`src/logic/gmii_tx_defines.svh`:
```
// Macros for beat width, frame FIFO depth, minimum payload, preamble length and gap length
`ifndef GMII_TX_DEFINES_SVH
`define GMII_TX_DEFINES_SVH

// --------------------------------------------------
// Input beat geometry
// --------------------------------------------------

// Bytes carried by one input beat, which must be 1 or an even number
`define GMII_TX_BYTES 2

// Depth of the store-and-forward FIFO in beats
// With two-byte beats this holds 256 bytes of frame data
`define GMII_TX_FIFO_DEPTH 128

// --------------------------------------------------
// Ethernet framing constants
// --------------------------------------------------

// Shortest payload on the wire before the FCS is appended
`define GMII_TX_MIN_PAYLOAD 60

// Number of 0x55 bytes sent ahead of the SFD
`define GMII_TX_PREAMBLE_LEN 7

// Minimum idle byte times between the end of one FCS and the next preamble
`define GMII_TX_IPG_LEN 12

`endif

```
`src/logic/gmii_tx_pkg.sv`:
```
// Input beat, GMII bus and statistics structs plus the byte-wise CRC-32 update function
`include "gmii_tx_defines.svh"

package gmii_tx_pkg;

	// --------------------------------------------------
	// Bus and counter types
	// --------------------------------------------------

	// One beat from the upstream source
	// Byte 0 of data is the first one to go out on the wire
	// Keep bits are contiguous from byte 0 and only matter on the last beat
	typedef struct packed {
		logic [`GMII_TX_BYTES-1:0][7:0] data;
		logic [`GMII_TX_BYTES-1:0]      keep;
		logic                           last;
	} beat_t;

	// Transmit half of a GMII port, one byte per clock
	typedef struct packed {
		logic [7:0] txd;
		logic       txen;
		logic       txer;
	} gmii_t;

	// Running totals taken from the wire
	// Bytes counts everything after the SFD including pad and FCS
	typedef struct packed {
		logic [15:0] frames;
		logic [31:0] bytes;
	} stats_t;

	// --------------------------------------------------
	// CRC-32
	// --------------------------------------------------

	// Advances the Ethernet CRC by one byte
	// The polynomial is used in its reflected form 0xEDB88320
	// Bit 0 of the byte enters first, which is the order GMII puts bits on the line
	// That lets both the data and the final register go out without any bit reversal
	// The caller starts from all ones and sends the inverted state as the FCS
	function automatic logic [31:0] crc32_next(input logic [31:0] crc, input logic [7:0] data);
		logic [31:0] c;
		c = crc ^ {24'h000000, data};
		// One shift per data bit, folding in the polynomial whenever a one drops out
		for (int i = 0; i < 8; i++)
		begin
			if (c[0])
			begin
				c = (c >> 1) ^ 32'hEDB88320;
			end
			else
			begin
				c = c >> 1;
			end
		end
		return c;
	endfunction

endpackage

```
`src/logic/gmii_tx_frame_fifo.sv`:
```
// Store-and-forward beat FIFO that only presents frames whose last beat has been written
`timescale 1ns/1ns
`include "gmii_tx_defines.svh"

module gmii_tx_frame_fifo
	import gmii_tx_pkg::*;
(
	input  logic  clk,
	input  logic  sresetn,

	// Upstream beats, which may stall at any point inside a frame
	input  beat_t in_beat,
	input  logic  in_valid,
	output logic  in_ready,

	// Downstream beats, unbroken from first beat to last
	output beat_t out_beat,
	output logic  out_valid,
	input  logic  out_ready
);

	localparam int DEPTH  = `GMII_TX_FIFO_DEPTH;
	localparam int ADDR_W = $clog2(DEPTH);

	// Occupancy value at which no more beats can be taken
	localparam logic [ADDR_W:0] FULL_CNT = DEPTH[ADDR_W:0];

	// Beat storage
	beat_t mem [DEPTH];

	// Pointers wrap on their own since the depth is a power of two
	logic [ADDR_W-1:0] wr_ptr;
	logic [ADDR_W-1:0] rd_ptr;

	// Beats held, from empty to full
	logic [ADDR_W:0] beat_cnt;

	// Frames whose last beat is in memory and has not yet been read
	// In the worst case every stored beat closes a frame
	logic [ADDR_W:0] frame_cnt;

	logic wr_en;
	logic rd_en;
	logic frame_up;
	logic frame_dn;

	// --------------------------------------------------
	// Handshakes
	// --------------------------------------------------

	assign in_ready = (beat_cnt != FULL_CNT);
	assign wr_en    = in_valid && in_ready;

	// Nothing is offered until a whole frame sits in memory
	// The count cannot reach zero before that frame's last beat leaves
	// so valid holds steady for the full frame
	assign out_valid = (frame_cnt != '0);
	assign rd_en     = out_valid && out_ready;

	// The head beat is read straight from memory
	assign out_beat = mem[rd_ptr];

	// A frame completes on write of its last beat and retires on read of it
	assign frame_up = wr_en && in_beat.last;
	assign frame_dn = rd_en && out_beat.last;

	// --------------------------------------------------
	// Storage and pointers
	// --------------------------------------------------

	always_ff @(posedge clk)
	begin
		if (wr_en)
		begin
			mem[wr_ptr] <= in_beat;
		end
	end

	always_ff @(posedge clk)
	begin
		if (!sresetn)
		begin
			wr_ptr    <= '0;
			rd_ptr    <= '0;
			beat_cnt  <= '0;
			frame_cnt <= '0;
		end
		else
		begin
			if (wr_en)
			begin
				wr_ptr <= wr_ptr + 1'b1;
			end
			if (rd_en)
			begin
				rd_ptr <= rd_ptr + 1'b1;
			end

			// Occupancy is unchanged when a write and a read coincide
			if (wr_en && !rd_en)
			begin
				beat_cnt <= beat_cnt + 1'b1;
			end
			else if (!wr_en && rd_en)
			begin
				beat_cnt <= beat_cnt - 1'b1;
			end

			// Same for the frame count
			if (frame_up && !frame_dn)
			begin
				frame_cnt <= frame_cnt + 1'b1;
			end
			else if (!frame_up && frame_dn)
			begin
				frame_cnt <= frame_cnt - 1'b1;
			end
		end
	end

endmodule

```
`src/logic/gmii_tx_mac.sv`:
```
// GMII transmit framing FSM for preamble, SFD, data, zero padding, FCS and inter-packet gap
`timescale 1ns/1ns
`include "gmii_tx_defines.svh"

module gmii_tx_mac
	import gmii_tx_pkg::*;
(
	input  logic  clk,
	input  logic  sresetn,

	// Frame source that keeps valid high for a whole frame once it rises
	input  beat_t beat,
	input  logic  valid,
	output logic  ready,

	// Registered GMII transmit bus
	output gmii_t gmii
);

	localparam int BYTES = `GMII_TX_BYTES;
	localparam int IDX_W = (BYTES > 1) ? $clog2(BYTES) : 1;

	// Wide enough to count the minimum payload, which is the longest count needed
	localparam int CTR_W = $clog2(`GMII_TX_MIN_PAYLOAD + 1);

	// Counter values on the final cycle of each counted state
	localparam logic [CTR_W-1:0] PRE_LAST = CTR_W'(`GMII_TX_PREAMBLE_LEN - 1);
	localparam logic [CTR_W-1:0] LEN_LAST = CTR_W'(`GMII_TX_MIN_PAYLOAD - 1);
	localparam logic [CTR_W-1:0] FCS_LAST = CTR_W'(3);
	// The count runs from zero up to this value and the wait state adds one more idle cycle
	localparam logic [CTR_W-1:0] IPG_LAST = CTR_W'(`GMII_TX_IPG_LEN - 2);

	// Position of the final byte slot within a beat
	localparam logic [IDX_W-1:0] IDX_LAST = IDX_W'(BYTES - 1);

	typedef enum logic [2:0] {
		S_WAIT,
		S_PREAMBLE,
		S_SFD,
		S_DATA,
		S_CRC,
		S_IPG
	} state_t;

	state_t state;
	state_t next_state;

	// Shared counter that restarts at zero on every state change
	logic [CTR_W-1:0] ctr;

	// Byte slot of the current beat being sent
	logic [IDX_W-1:0] byte_idx;

	// Set once the minimum payload has been sent
	logic length_ok;
	// Minimum reached either earlier or with the byte going out now
	logic len_reached;
	// Set after the last kept byte of the frame has been sent
	// The data state then keeps going with zero pad bytes
	logic last_byte_sent;
	// The current slot is the final one to send from this beat
	logic beat_done;

	logic [7:0]      cur_byte;
	logic [7:0]      tx_byte;
	logic [31:0]     crc;
	logic [3:0][7:0] fcs;

	logic [7:0] txd_q;
	logic       txen_q;

	// --------------------------------------------------
	// Byte selection
	// --------------------------------------------------

	// A beat is finished on its top slot or when no kept byte lies above this slot
	assign beat_done = (byte_idx == IDX_LAST) ||
		(beat.last && (((beat.keep >> byte_idx) >> 1) == '0));

	assign cur_byte = beat.data[byte_idx];

	// Zero bytes fill out a short frame once its data has gone
	assign tx_byte = last_byte_sent ? 8'h00 : cur_byte;

	// One pulse per beat as its last kept byte is loaded into the output register
	assign ready = (state == S_DATA) && !last_byte_sent && valid && beat_done;

	assign len_reached = length_ok || (ctr == LEN_LAST);

	// FCS is the inverted register and goes out least significant byte first
	assign fcs = ~crc;

	// Error signalling is never used
	assign gmii = '{txd: txd_q, txen: txen_q, txer: 1'b0};

	// --------------------------------------------------
	// Next state
	// --------------------------------------------------

	always_comb
	begin
		next_state = state;
		case (state)
			S_WAIT:
				if (valid)
					next_state = S_PREAMBLE;
			S_PREAMBLE:
				if (ctr == PRE_LAST)
					next_state = S_SFD;
			S_SFD:
				next_state = S_DATA;
			// Leave once the minimum length is met and the frame data is done
			// Data may have ended earlier or may end on this very byte
			S_DATA:
				if (len_reached && (last_byte_sent || (ready && beat.last)))
					next_state = S_CRC;
			S_CRC:
				if (ctr == FCS_LAST)
					next_state = S_IPG;
			S_IPG:
				if (ctr == IPG_LAST)
					next_state = S_WAIT;
			default:
				next_state = S_WAIT;
		endcase
	end

	// --------------------------------------------------
	// Control registers
	// --------------------------------------------------

	always_ff @(posedge clk)
	begin
		if (!sresetn)
		begin
			state          <= S_WAIT;
			ctr            <= '0;
			byte_idx       <= '0;
			length_ok      <= 1'b0;
			last_byte_sent <= 1'b0;
			txen_q         <= 1'b0;
		end
		else
		begin
			state <= next_state;

			if (next_state != state)
			begin
				ctr <= '0;
			end
			else
			begin
				ctr <= ctr + 1'b1;
			end

			// Transmit enable covers preamble through FCS
			txen_q <= (state == S_PREAMBLE) || (state == S_SFD) ||
				(state == S_DATA) || (state == S_CRC);

			if (state == S_WAIT)
			begin
				byte_idx       <= '0;
				length_ok      <= 1'b0;
				last_byte_sent <= 1'b0;
			end

			if (state == S_DATA)
			begin
				length_ok <= len_reached;
				// Step through the beat and go back to slot 0 for the next one
				if (!last_byte_sent && valid)
				begin
					byte_idx <= beat_done ? '0 : byte_idx + 1'b1;
				end
				if (ready && beat.last)
				begin
					last_byte_sent <= 1'b1;
				end
			end
		end
	end

	// --------------------------------------------------
	// Output byte and CRC
	// --------------------------------------------------

	always_ff @(posedge clk)
	begin
		case (state)
			S_WAIT:
			begin
				txd_q <= 8'h00;
				crc   <= '1;
			end
			S_PREAMBLE:
				txd_q <= 8'h55;
			S_SFD:
				txd_q <= 8'hD5;
			// Pad bytes are covered by the CRC just like data
			S_DATA:
			begin
				txd_q <= tx_byte;
				crc   <= crc32_next(crc, tx_byte);
			end
			S_CRC:
				txd_q <= fcs[ctr[1:0]];
			default:
				txd_q <= 8'h00;
		endcase
	end

endmodule

```
`src/logic/gmii_tx_stats.sv`:
```
// Frame and byte counters taken from the GMII transmit bus
`timescale 1ns/1ns

module gmii_tx_stats
	import gmii_tx_pkg::*;
(
	input  logic   clk,
	input  logic   sresetn,

	// Bus being observed
	input  gmii_t  gmii,

	// Totals since reset
	output stats_t stats
);

	// Enable from the previous cycle for edge detection
	logic txen_d;

	// The SFD has gone by in the current burst
	logic sfd_seen;

	// Bytes of the current frame after the SFD
	logic [15:0] frame_bytes;

	// First idle cycle after a burst
	logic frame_end;

	assign frame_end = txen_d && !gmii.txen;

	// --------------------------------------------------
	// Counting
	// --------------------------------------------------

	always_ff @(posedge clk)
	begin
		if (!sresetn)
		begin
			txen_d      <= 1'b0;
			sfd_seen    <= 1'b0;
			frame_bytes <= '0;
			stats       <= '0;
		end
		else
		begin
			txen_d <= gmii.txen;

			if (gmii.txen)
			begin
				// Preamble bytes never match 0xD5 so the first match is the SFD
				if (sfd_seen)
				begin
					frame_bytes <= frame_bytes + 1'b1;
				end
				else if (gmii.txd == 8'hD5)
				begin
					sfd_seen <= 1'b1;
				end
			end
			else
			begin
				// Idle clears the per-frame state for the next burst
				sfd_seen    <= 1'b0;
				frame_bytes <= '0;
			end

			// The frame's count is still held here on the cycle txen drops
			if (frame_end)
			begin
				stats.frames <= stats.frames + 1'b1;
				stats.bytes  <= stats.bytes + {16'h0000, frame_bytes};
			end
		end
	end

endmodule

```
`src/logic/gmii_tx_top.sv`:
```
// Transmit path top level with the frame FIFO, the framing MAC and the statistics block
`timescale 1ns/1ns

module gmii_tx_top
	import gmii_tx_pkg::*;
(
	input  logic   clk,
	input  logic   sresetn,

	// Beat input with valid and ready
	input  beat_t  in_beat,
	input  logic   in_valid,
	output logic   in_ready,

	// GMII transmit bus to the PHY
	output gmii_t  gmii,

	// Frame and byte totals
	output stats_t stats
);

	// --------------------------------------------------
	// FIFO to MAC
	// --------------------------------------------------

	beat_t mac_beat;
	logic  mac_valid;
	logic  mac_ready;

	// Holds each frame until it is complete
	gmii_tx_frame_fifo u_fifo (
		.clk       (clk),
		.sresetn   (sresetn),
		.in_beat   (in_beat),
		.in_valid  (in_valid),
		.in_ready  (in_ready),
		.out_beat  (mac_beat),
		.out_valid (mac_valid),
		.out_ready (mac_ready)
	);

	// Frames the data onto the wire
	gmii_tx_mac u_mac (
		.clk     (clk),
		.sresetn (sresetn),
		.beat    (mac_beat),
		.valid   (mac_valid),
		.ready   (mac_ready),
		.gmii    (gmii)
	);

	// Counts what actually went out
	gmii_tx_stats u_stats (
		.clk     (clk),
		.sresetn (sresetn),
		.gmii    (gmii),
		.stats   (stats)
	);

endmodule

```
`config.mk`:
```
export PLATFORM = sky130hd
export DESIGN_NAME = gmii_tx_top
export DESIGN_NICKNAME = d
export VERILOG_FILES = /design/src/logic/gmii_tx_pkg.sv /design/src/logic/gmii_tx_frame_fifo.sv /design/src/logic/gmii_tx_mac.sv /design/src/logic/gmii_tx_stats.sv /design/src/logic/gmii_tx_top.sv
export VERILOG_INCLUDE_DIRS = /design/src /design/src/logic
export SDC_FILE = /design/constraint.sdc
export NUM_CORES = 2
export LEC_CHECK = 0
export ABC_CLOCK_PERIOD_IN_PS = 5000
export BUFFER_PORTS_ARGS = -buffer_cell sky130_fd_sc_hd__buf_2
export CORE_ASPECT_RATIO = 0.7
export CORE_MARGIN = 3
export CORE_UTILIZATION = 33
export DETAILED_ROUTE_END_ITERATION = 10
export PLACE_DENSITY = 0.51
export SLEW_MARGIN = 30
export SYNTH_ARGS = -nofsm -noshare
export SYNTH_HDL_FRONTEND = slang
export SYNTH_SLANG_ARGS = --single-unit
```
`constraint.sdc`:
```
create_clock -name clk -period 5 [get_ports clk]
set_input_delay 0.75 -clock clk [delete_from_list [all_inputs] [get_ports clk]]
set_output_delay 0.75 -clock clk [all_outputs]
set_load 0.01 [all_outputs]
```
Word level (Yosys, flattened, before mapping). Memories as Yosys holds them, arrays and structs flattened. A register that Yosys moved wholly into a read port is not among the register bits. Cells that the tools add are included.

Add/sub/neg operators: 11. Order comparisons: 2. Equal/unequal tests: 12. Shifts and indexed selects: 1. Muxes and demuxes: 47. Bitwise operators: 11. Reduce and logical (&&, ||, !) cells: 36.

Operators by type and width (count): 2-to-1 mux 32 bit (15); inverter 13 -> 14 bit (8); 2-to-1 mux 8 bit (8); case mux 32 bit (2 select lines) (1); adder 16 x 1 -> 16 bit (second input constant) (2); adder 32 x 16 -> 32 bit (1); inverter 32 bit (1); case mux 8 bit (4 select lines) (1); bitwise XOR 32 x 8 -> 32 bit (1); case mux 3 bit (6 select lines) (1); adder 8 x 1 -> 8 bit (second input constant) (2); binary-select mux 8 bit (select 2 bit) (1); logical AND 1 bit (16); subtractor 8 x 1 -> 8 bit (second input constant) (2); 2-to-1 mux 3 bit (5); adder 7 x 1 -> 7 bit (second input constant) (2); 2-to-1 mux 7 bit (2); 2-to-1 mux 1 bit (13); equality test 8 bit (second input constant) (1); != test 8 bit (second input constant) (1); nonzero test 8 bit (1); adder 6 x 1 -> 6 bit (second input constant) (1); equality test 3 x 2 -> 1 bit (second input constant) (2); equality test 3 bit (second input constant) (2); other kinds (18) (30).

Register bits after elaboration: 149. Memory bits (writable): 2432. Output and inout bits: 59. Word-level logic and storage cells: 138. Memories: 1.

Memories: u_fifo.mem (words 128, width 19, rd ports 1, clocked after Yosys merged registers in 1, wr ports 1, RTL line gmii_tx_frame_fifo.sv:29) `beat_t mem [DEPTH];`.

Logic depth before layout (Yosys ltp).
Word-level depth: 28. Gate-level depth with buffers: 24. Gate-level depth less buffers: 19.

Cells and area by module. From an unflattened synthesis, not the netlist that was laid out.

Cells, all modules: 4943. Area, all modules: 101944.0 sq um.

By module, submodules not included: gmii_tx_frame_fifo (times used 1, cells each 4185, area each 94670.8 sq um, sequential area each 73770.8 sq um); gmii_tx_stats (times used 1, cells each 478, area each 3801.1 sq um, sequential area each 1321.3 sq um); gmii_tx_mac (times used 1, cells each 280, area each 3472.1 sq um, sequential area each 1381.3 sq um).

Worst setup path after synthesis. OpenSTA, ideal clock, no wires.

Kind: reg-to-reg. From: reg (tool-made name). To: reg u_fifo.beat_cnt[7]. Setup time: 0.070 ns. Arrival time: 4.835 ns. Required time: 4.930 ns. Setup slack: 0.094 ns. Cell stages (with the launch flop): 24. Clock period less this slack: 4.906 ns. Path through: dfxtp_1 buf_6 buf_8 buf_4 mux4_2 mux4_2 mux4_2 mux2i_1 a21oi_1 nor2b_1 buf_2 inv_1 ha_1 inv_1 ha_1 a21o_1 a21oi_1 o21bai_1 a21oi_1 o21bai_1 a21oi_1 xnor2_1 or3_1 a21oi_1.

RTL lines: to (signal assigned) (RTL line gmii_tx_frame_fifo.sv:102) `beat_cnt <= beat_cnt + 1'b1;`; to (signal assigned) (RTL line gmii_tx_frame_fifo.sv:106) `beat_cnt <= beat_cnt - 1'b1;`; to (decl) (RTL line gmii_tx_frame_fifo.sv:36) `logic [ADDR_W:0] beat_cnt;`.

==> impl_metrics.py <==
metrics = {
    "run_status": {
        "status": "complete, but fails checks",
        "violations": "negative setup slack",
    },
    "critical_path": {
        "crit_type": "flop to flop",
        "cp.required_ns": 5.82,
        "crit_arrival_ns": 5.89,
        "crit_chain": "buf_12, buf_12, buf_16, mux4_2, mux4_2, mux4_2, mux2_4, buf_6, o211ai_1, ha_2, inv_2, ha_4, a21o_1, a21oi_2, o21bai_1, a21oi_2, o21bai_1, a21oi_2, xnor2_1, or3_1, a21oi_1",
        "slowest_delay_ns": 0.56,
        "slowest_stage": "mux4_2",
        "crit_fanout": 5,
        "cp-start-kind": "flop",
        "cp-end-kind": "flop",
    },
    "detailed_routing": {
        "postRouteAntennaNets": 0,
        "drt-total-wl_mm": 289.6,
        "drt_pass1_iterations": 5,
        "vias_per_cell": 5.442,
        "drtIter0Drc": 6343,
        "num_vias": 50940,
        "drc": 0,
        "wire_per_inst_um": 30.94,
    },
    "timing": {
        "whs_ns": 0.2852,
        "fin_crit_ns": 5.071,
        "period_share_pct": 101.4,
        "fin_ws_ns": -0.07053,
        "finClkSkew_ns": 0.08633,
        "timing.fmax_mhz": 197.2,
        "worst_slew_pin_slew_ns": 1.083,
        "rsz0062_at_grt": "yes",
        "setup_viol": 2,
        "relSlewSlack_pct": 27.30,
        "finalHoldViolations": 0,
        "drv_slew": 0,
        "setup_tns_ns": -0.08470,
    },
    "yosys": {
        "ys.flop_type": "edfxtp_1",
        "ys_warn_count": 0,
        "synth.avg_cell_area_um2": 20.44,
        "ys_seq_elements": 2460,
        "synthMuxAreaShare_pct": 15.35,
        "synthCells": 4762,
        "synth_fa_ha_area_share_pct": 0.5244,
        "yosys.area_share.simple_pct": 3.190,
        "synth_cell_types": 87,
        "yosysSeqAreaShare_pct": 74.60,
        "async_reset_ff_share_pct": 0,
        "synth_xor_area_share_pct": 1.392,
        "syn_nets": 4823,
        "synth_area_mm2": 0.09735,
        "synth_compound_gate_area_share_pct": 2.988,
        "synth_top_family_by_area": "multiplexers",
        "synth_edf_count": 2336,
    },
    "clock_tree": {
        "cts_buffers": 233,
        "path_clk_slew_ns": 0.07,
        "clkSinkCount": 2460,
        "cts_tree": "yes",
        "clockRootBuffer": "clkbuf_16",
        "htree_num_levels": 4,
        "cts-hold-fix-buffers": 0,
        "clk_latency_ns": 0.91,
        "clock_path_buffers": 4,
    },
    "power_and_ir_drop": {
        "power.leakage_nw": 34.70,
        "peakVddDrop_v": 0.0002741,
        "powerDensity_mw_per_mm2": 368.7,
    },
    "place": {
        "gp_congestion": 0.8598,
        "placed_area_mm2": 0.1052,
        "place.port_buffers": 78,
        "dpl.hpwl_mm": 180.0,
    },
    "finish": {
        "final_nets": 5375,
        "multi_input_area_mm2": 0.02345,
        "n_fill_cell": 26440,
        "syn_to_final_growth_pct": 16.25,
        "fin_area_mm2": 0.1132,
        "drive_above_1_share_pct": 30.39,
        "final-seq-area_mm2": 0.07265,
    },
    "grt": {
        "grt_pass1_wl_mm": 400.4,
        "grt_use_total_pct": 18.91,
        "antenna_found_initial": 19,
        "first_global_vias": 49260,
        "grt_overflow": 0,
        "grt_max_degree": 129,
    },
    "die": {
        "die_w_um": 655.2,
        "pin_count": 81,
        "dieArea_mm2": 0.3017,
        "core_area_mm2": 0.2929,
        "start_util_pct": 33.24,
        "die_h_um": 460.4,
        "rows": 166,
    },
    "min_path": {
        "hold_path_class": "input pin to flop",
    },
    "flow_run": {
        "maxCapViolCount": 0,
    },
}
[per-stage QoR]
| stage | worst slack [ns] | total power [mW] | util, % | instances |
|---|---|---|---|---|
| finish | -0.07053 | 41.73 | 38.64 | 9361 |
| floorplan | 0.09440 | 23.78 | - | 4762 |
| global placement | -0.3420 | 24.62 | 35.91 | 8917 |
| detailed placement | -0.2585 | 24.64 | 35.91 | 8917 |
| global route | -0.1586 | 43.04 | 38.64 | 9356 |
| CTS | -0.05830 | 42.08 | 38.55 | 9353 |
[registers in the layout, indices dropped and copies added, names as in the netlist, 6 cells and up, named ones only]
signal               flops
u_fifo.mem            2304
u_stats.stats           48
u_mac.crc               32
u_stats.frame_bytes     16
u_fifo.beat_cnt          8
u_fifo.frame_cnt         8
u_mac.txd_q              8
u_fifo.rd_ptr            7
u_fifo.wr_ptr            7
u_mac.ctr                6
[report_power, final]
part	internal, mW	switching (mW)
sequential	22.6	0.0857
combinational	0.572	1.00
clock	9.70	7.74
[Yosys cell counts (all sizes together), types with 5 or more instances]
cell type     n  area [um2]
mux4        588       13350
o211ai        9       72.57
a2111oi       5       50.04
o21a          6       45.04
nor3         25       125.1
buf         179        1498
nand2b       20       125.1
inv          35       131.4
a21boi        5       37.54
xnor2        68       730.7
a22oi        92       690.7
mux2          9       101.4
nand4        20       131.4
dfxtp       124        2482
mux2i       149        1491
nand2       155       581.8
and3         13       81.33
or2           6       37.54
nor2b        35       219.0
nand3b        6       45.04
edfxtp     2336       70150
o22ai        27       168.9
clkbuf       65       247.7
a221oi       18       163.9
nand3        48       240.2
or3          20       125.1
a41oi         5       43.79
o221ai        8       70.07
a211oi       16       130.1
a22o         19       166.4
o21ai        50       250.2
o21bai        8       60.06
xor2         64       624.4
nor4         12       102.6
a31oi        19       118.9
ha           36       450.4
a21oi       114       570.6
and2         18       112.6
nor2        277        1040
[cell type report]
cell class / count / area share [%]
antenna: 5 / 0.01106
clock buffer: 285 / 5.416
clock inverter: 128 / 1.032
inverter: 35 / 0.1172
multi-input combinational: 2021 / 20.72
sequential: 2460 / 64.19
tap: 3864 / 4.272
timing repair buffer: 563 / 4.238
[kinds of logic after synthesis]
logic type / count (synthesis)
AND/OR/NAND/NOR: 671
other: 1
adder cells (fa/ha/maj): 39
flip-flops: 2460
XOR/XNOR: 132
buffers and inverters: 281
AO/OA/AOI/OAI: 432
multiplexers: 746
[cell usage in the layout (no fill, tap or decap), types with 24 or more instances in the layout]
cell | synthesis | routed
nor2_2 | 0 | 116
mux4_2 | 559 | 559
nand2_1 | 155 | 155
edfxtp_1 | 2336 | 2336
buf_4 | 47 | 442
mux2i_1 | 149 | 148
a21oi_1 | 114 | 105
nor2b_1 | 35 | 29
nor2_1 | 277 | 146
ha_1 | 36 | 30
clkinv_1 | 0 | 40
nand3_1 | 48 | 46
nor3_1 | 25 | 24
buf_2 | 55 | 60
clkbuf_1 | 64 | 45
inv_1 | 34 | 29
o22ai_1 | 27 | 27
mux4_1 | 29 | 29
xor2_1 | 60 | 60
clkinv_2 | 0 | 51
xnor2_1 | 56 | 54
dfxtp_1 | 124 | 118
buf_12 | 11 | 37
clkbuf_16 | 0 | 237
o21ai_0 | 50 | 46
a22oi_1 | 92 | 92
[worst max-delay path: cells and delay by family, from the launching register on]
family / cells / cell delay (ns)
XOR/XNOR: 1 / 0.08
buffers and inverters: 5 / 0.56
adder cells (fa/ha/maj): 2 / 0.48
AND/OR/NAND/NOR: 1 / 0.30
multiplexers: 4 / 1.94
flip-flops: 1 / 0.37
AO/OA/AOI/OAI: 8 / 1.19
[layer usage]
layer | track usage, % | wire (um) | up-vias
met1 | 29.78 | 135900 | 27700
met5 | 0 | 20 | -
met3 | 5.858 | 31230 | 333
met4 | 3.636 | 5416 | 4
li1 | - | - | 20760
met2 | 25.39 | 117100 | 2143
[final timing paths]
kind	start	end	slack [ns]	cells after the start
setup / recovery	flop	u_fifo.frame_cnt[7]	-0.07	21
hold / removal	in_beat[18]	u_fifo.mem[48][18]	0.29	1
setup reg to reg	flop	u_fifo.frame_cnt[7]	-0.07	21
hold reg to reg	u_stats.stats[2]	u_stats.stats[2]	0.48	2
[timing repair]
item	in CTS	in global routing
resized for setup	31	38
buffers inserted	20	3
endpoints found under the hold margin	0	0
pin swaps	16	24
setup endpoints to repair	26	30
gates cloned	4	1
No activity file was read; power rests on OpenSTA's default activity.
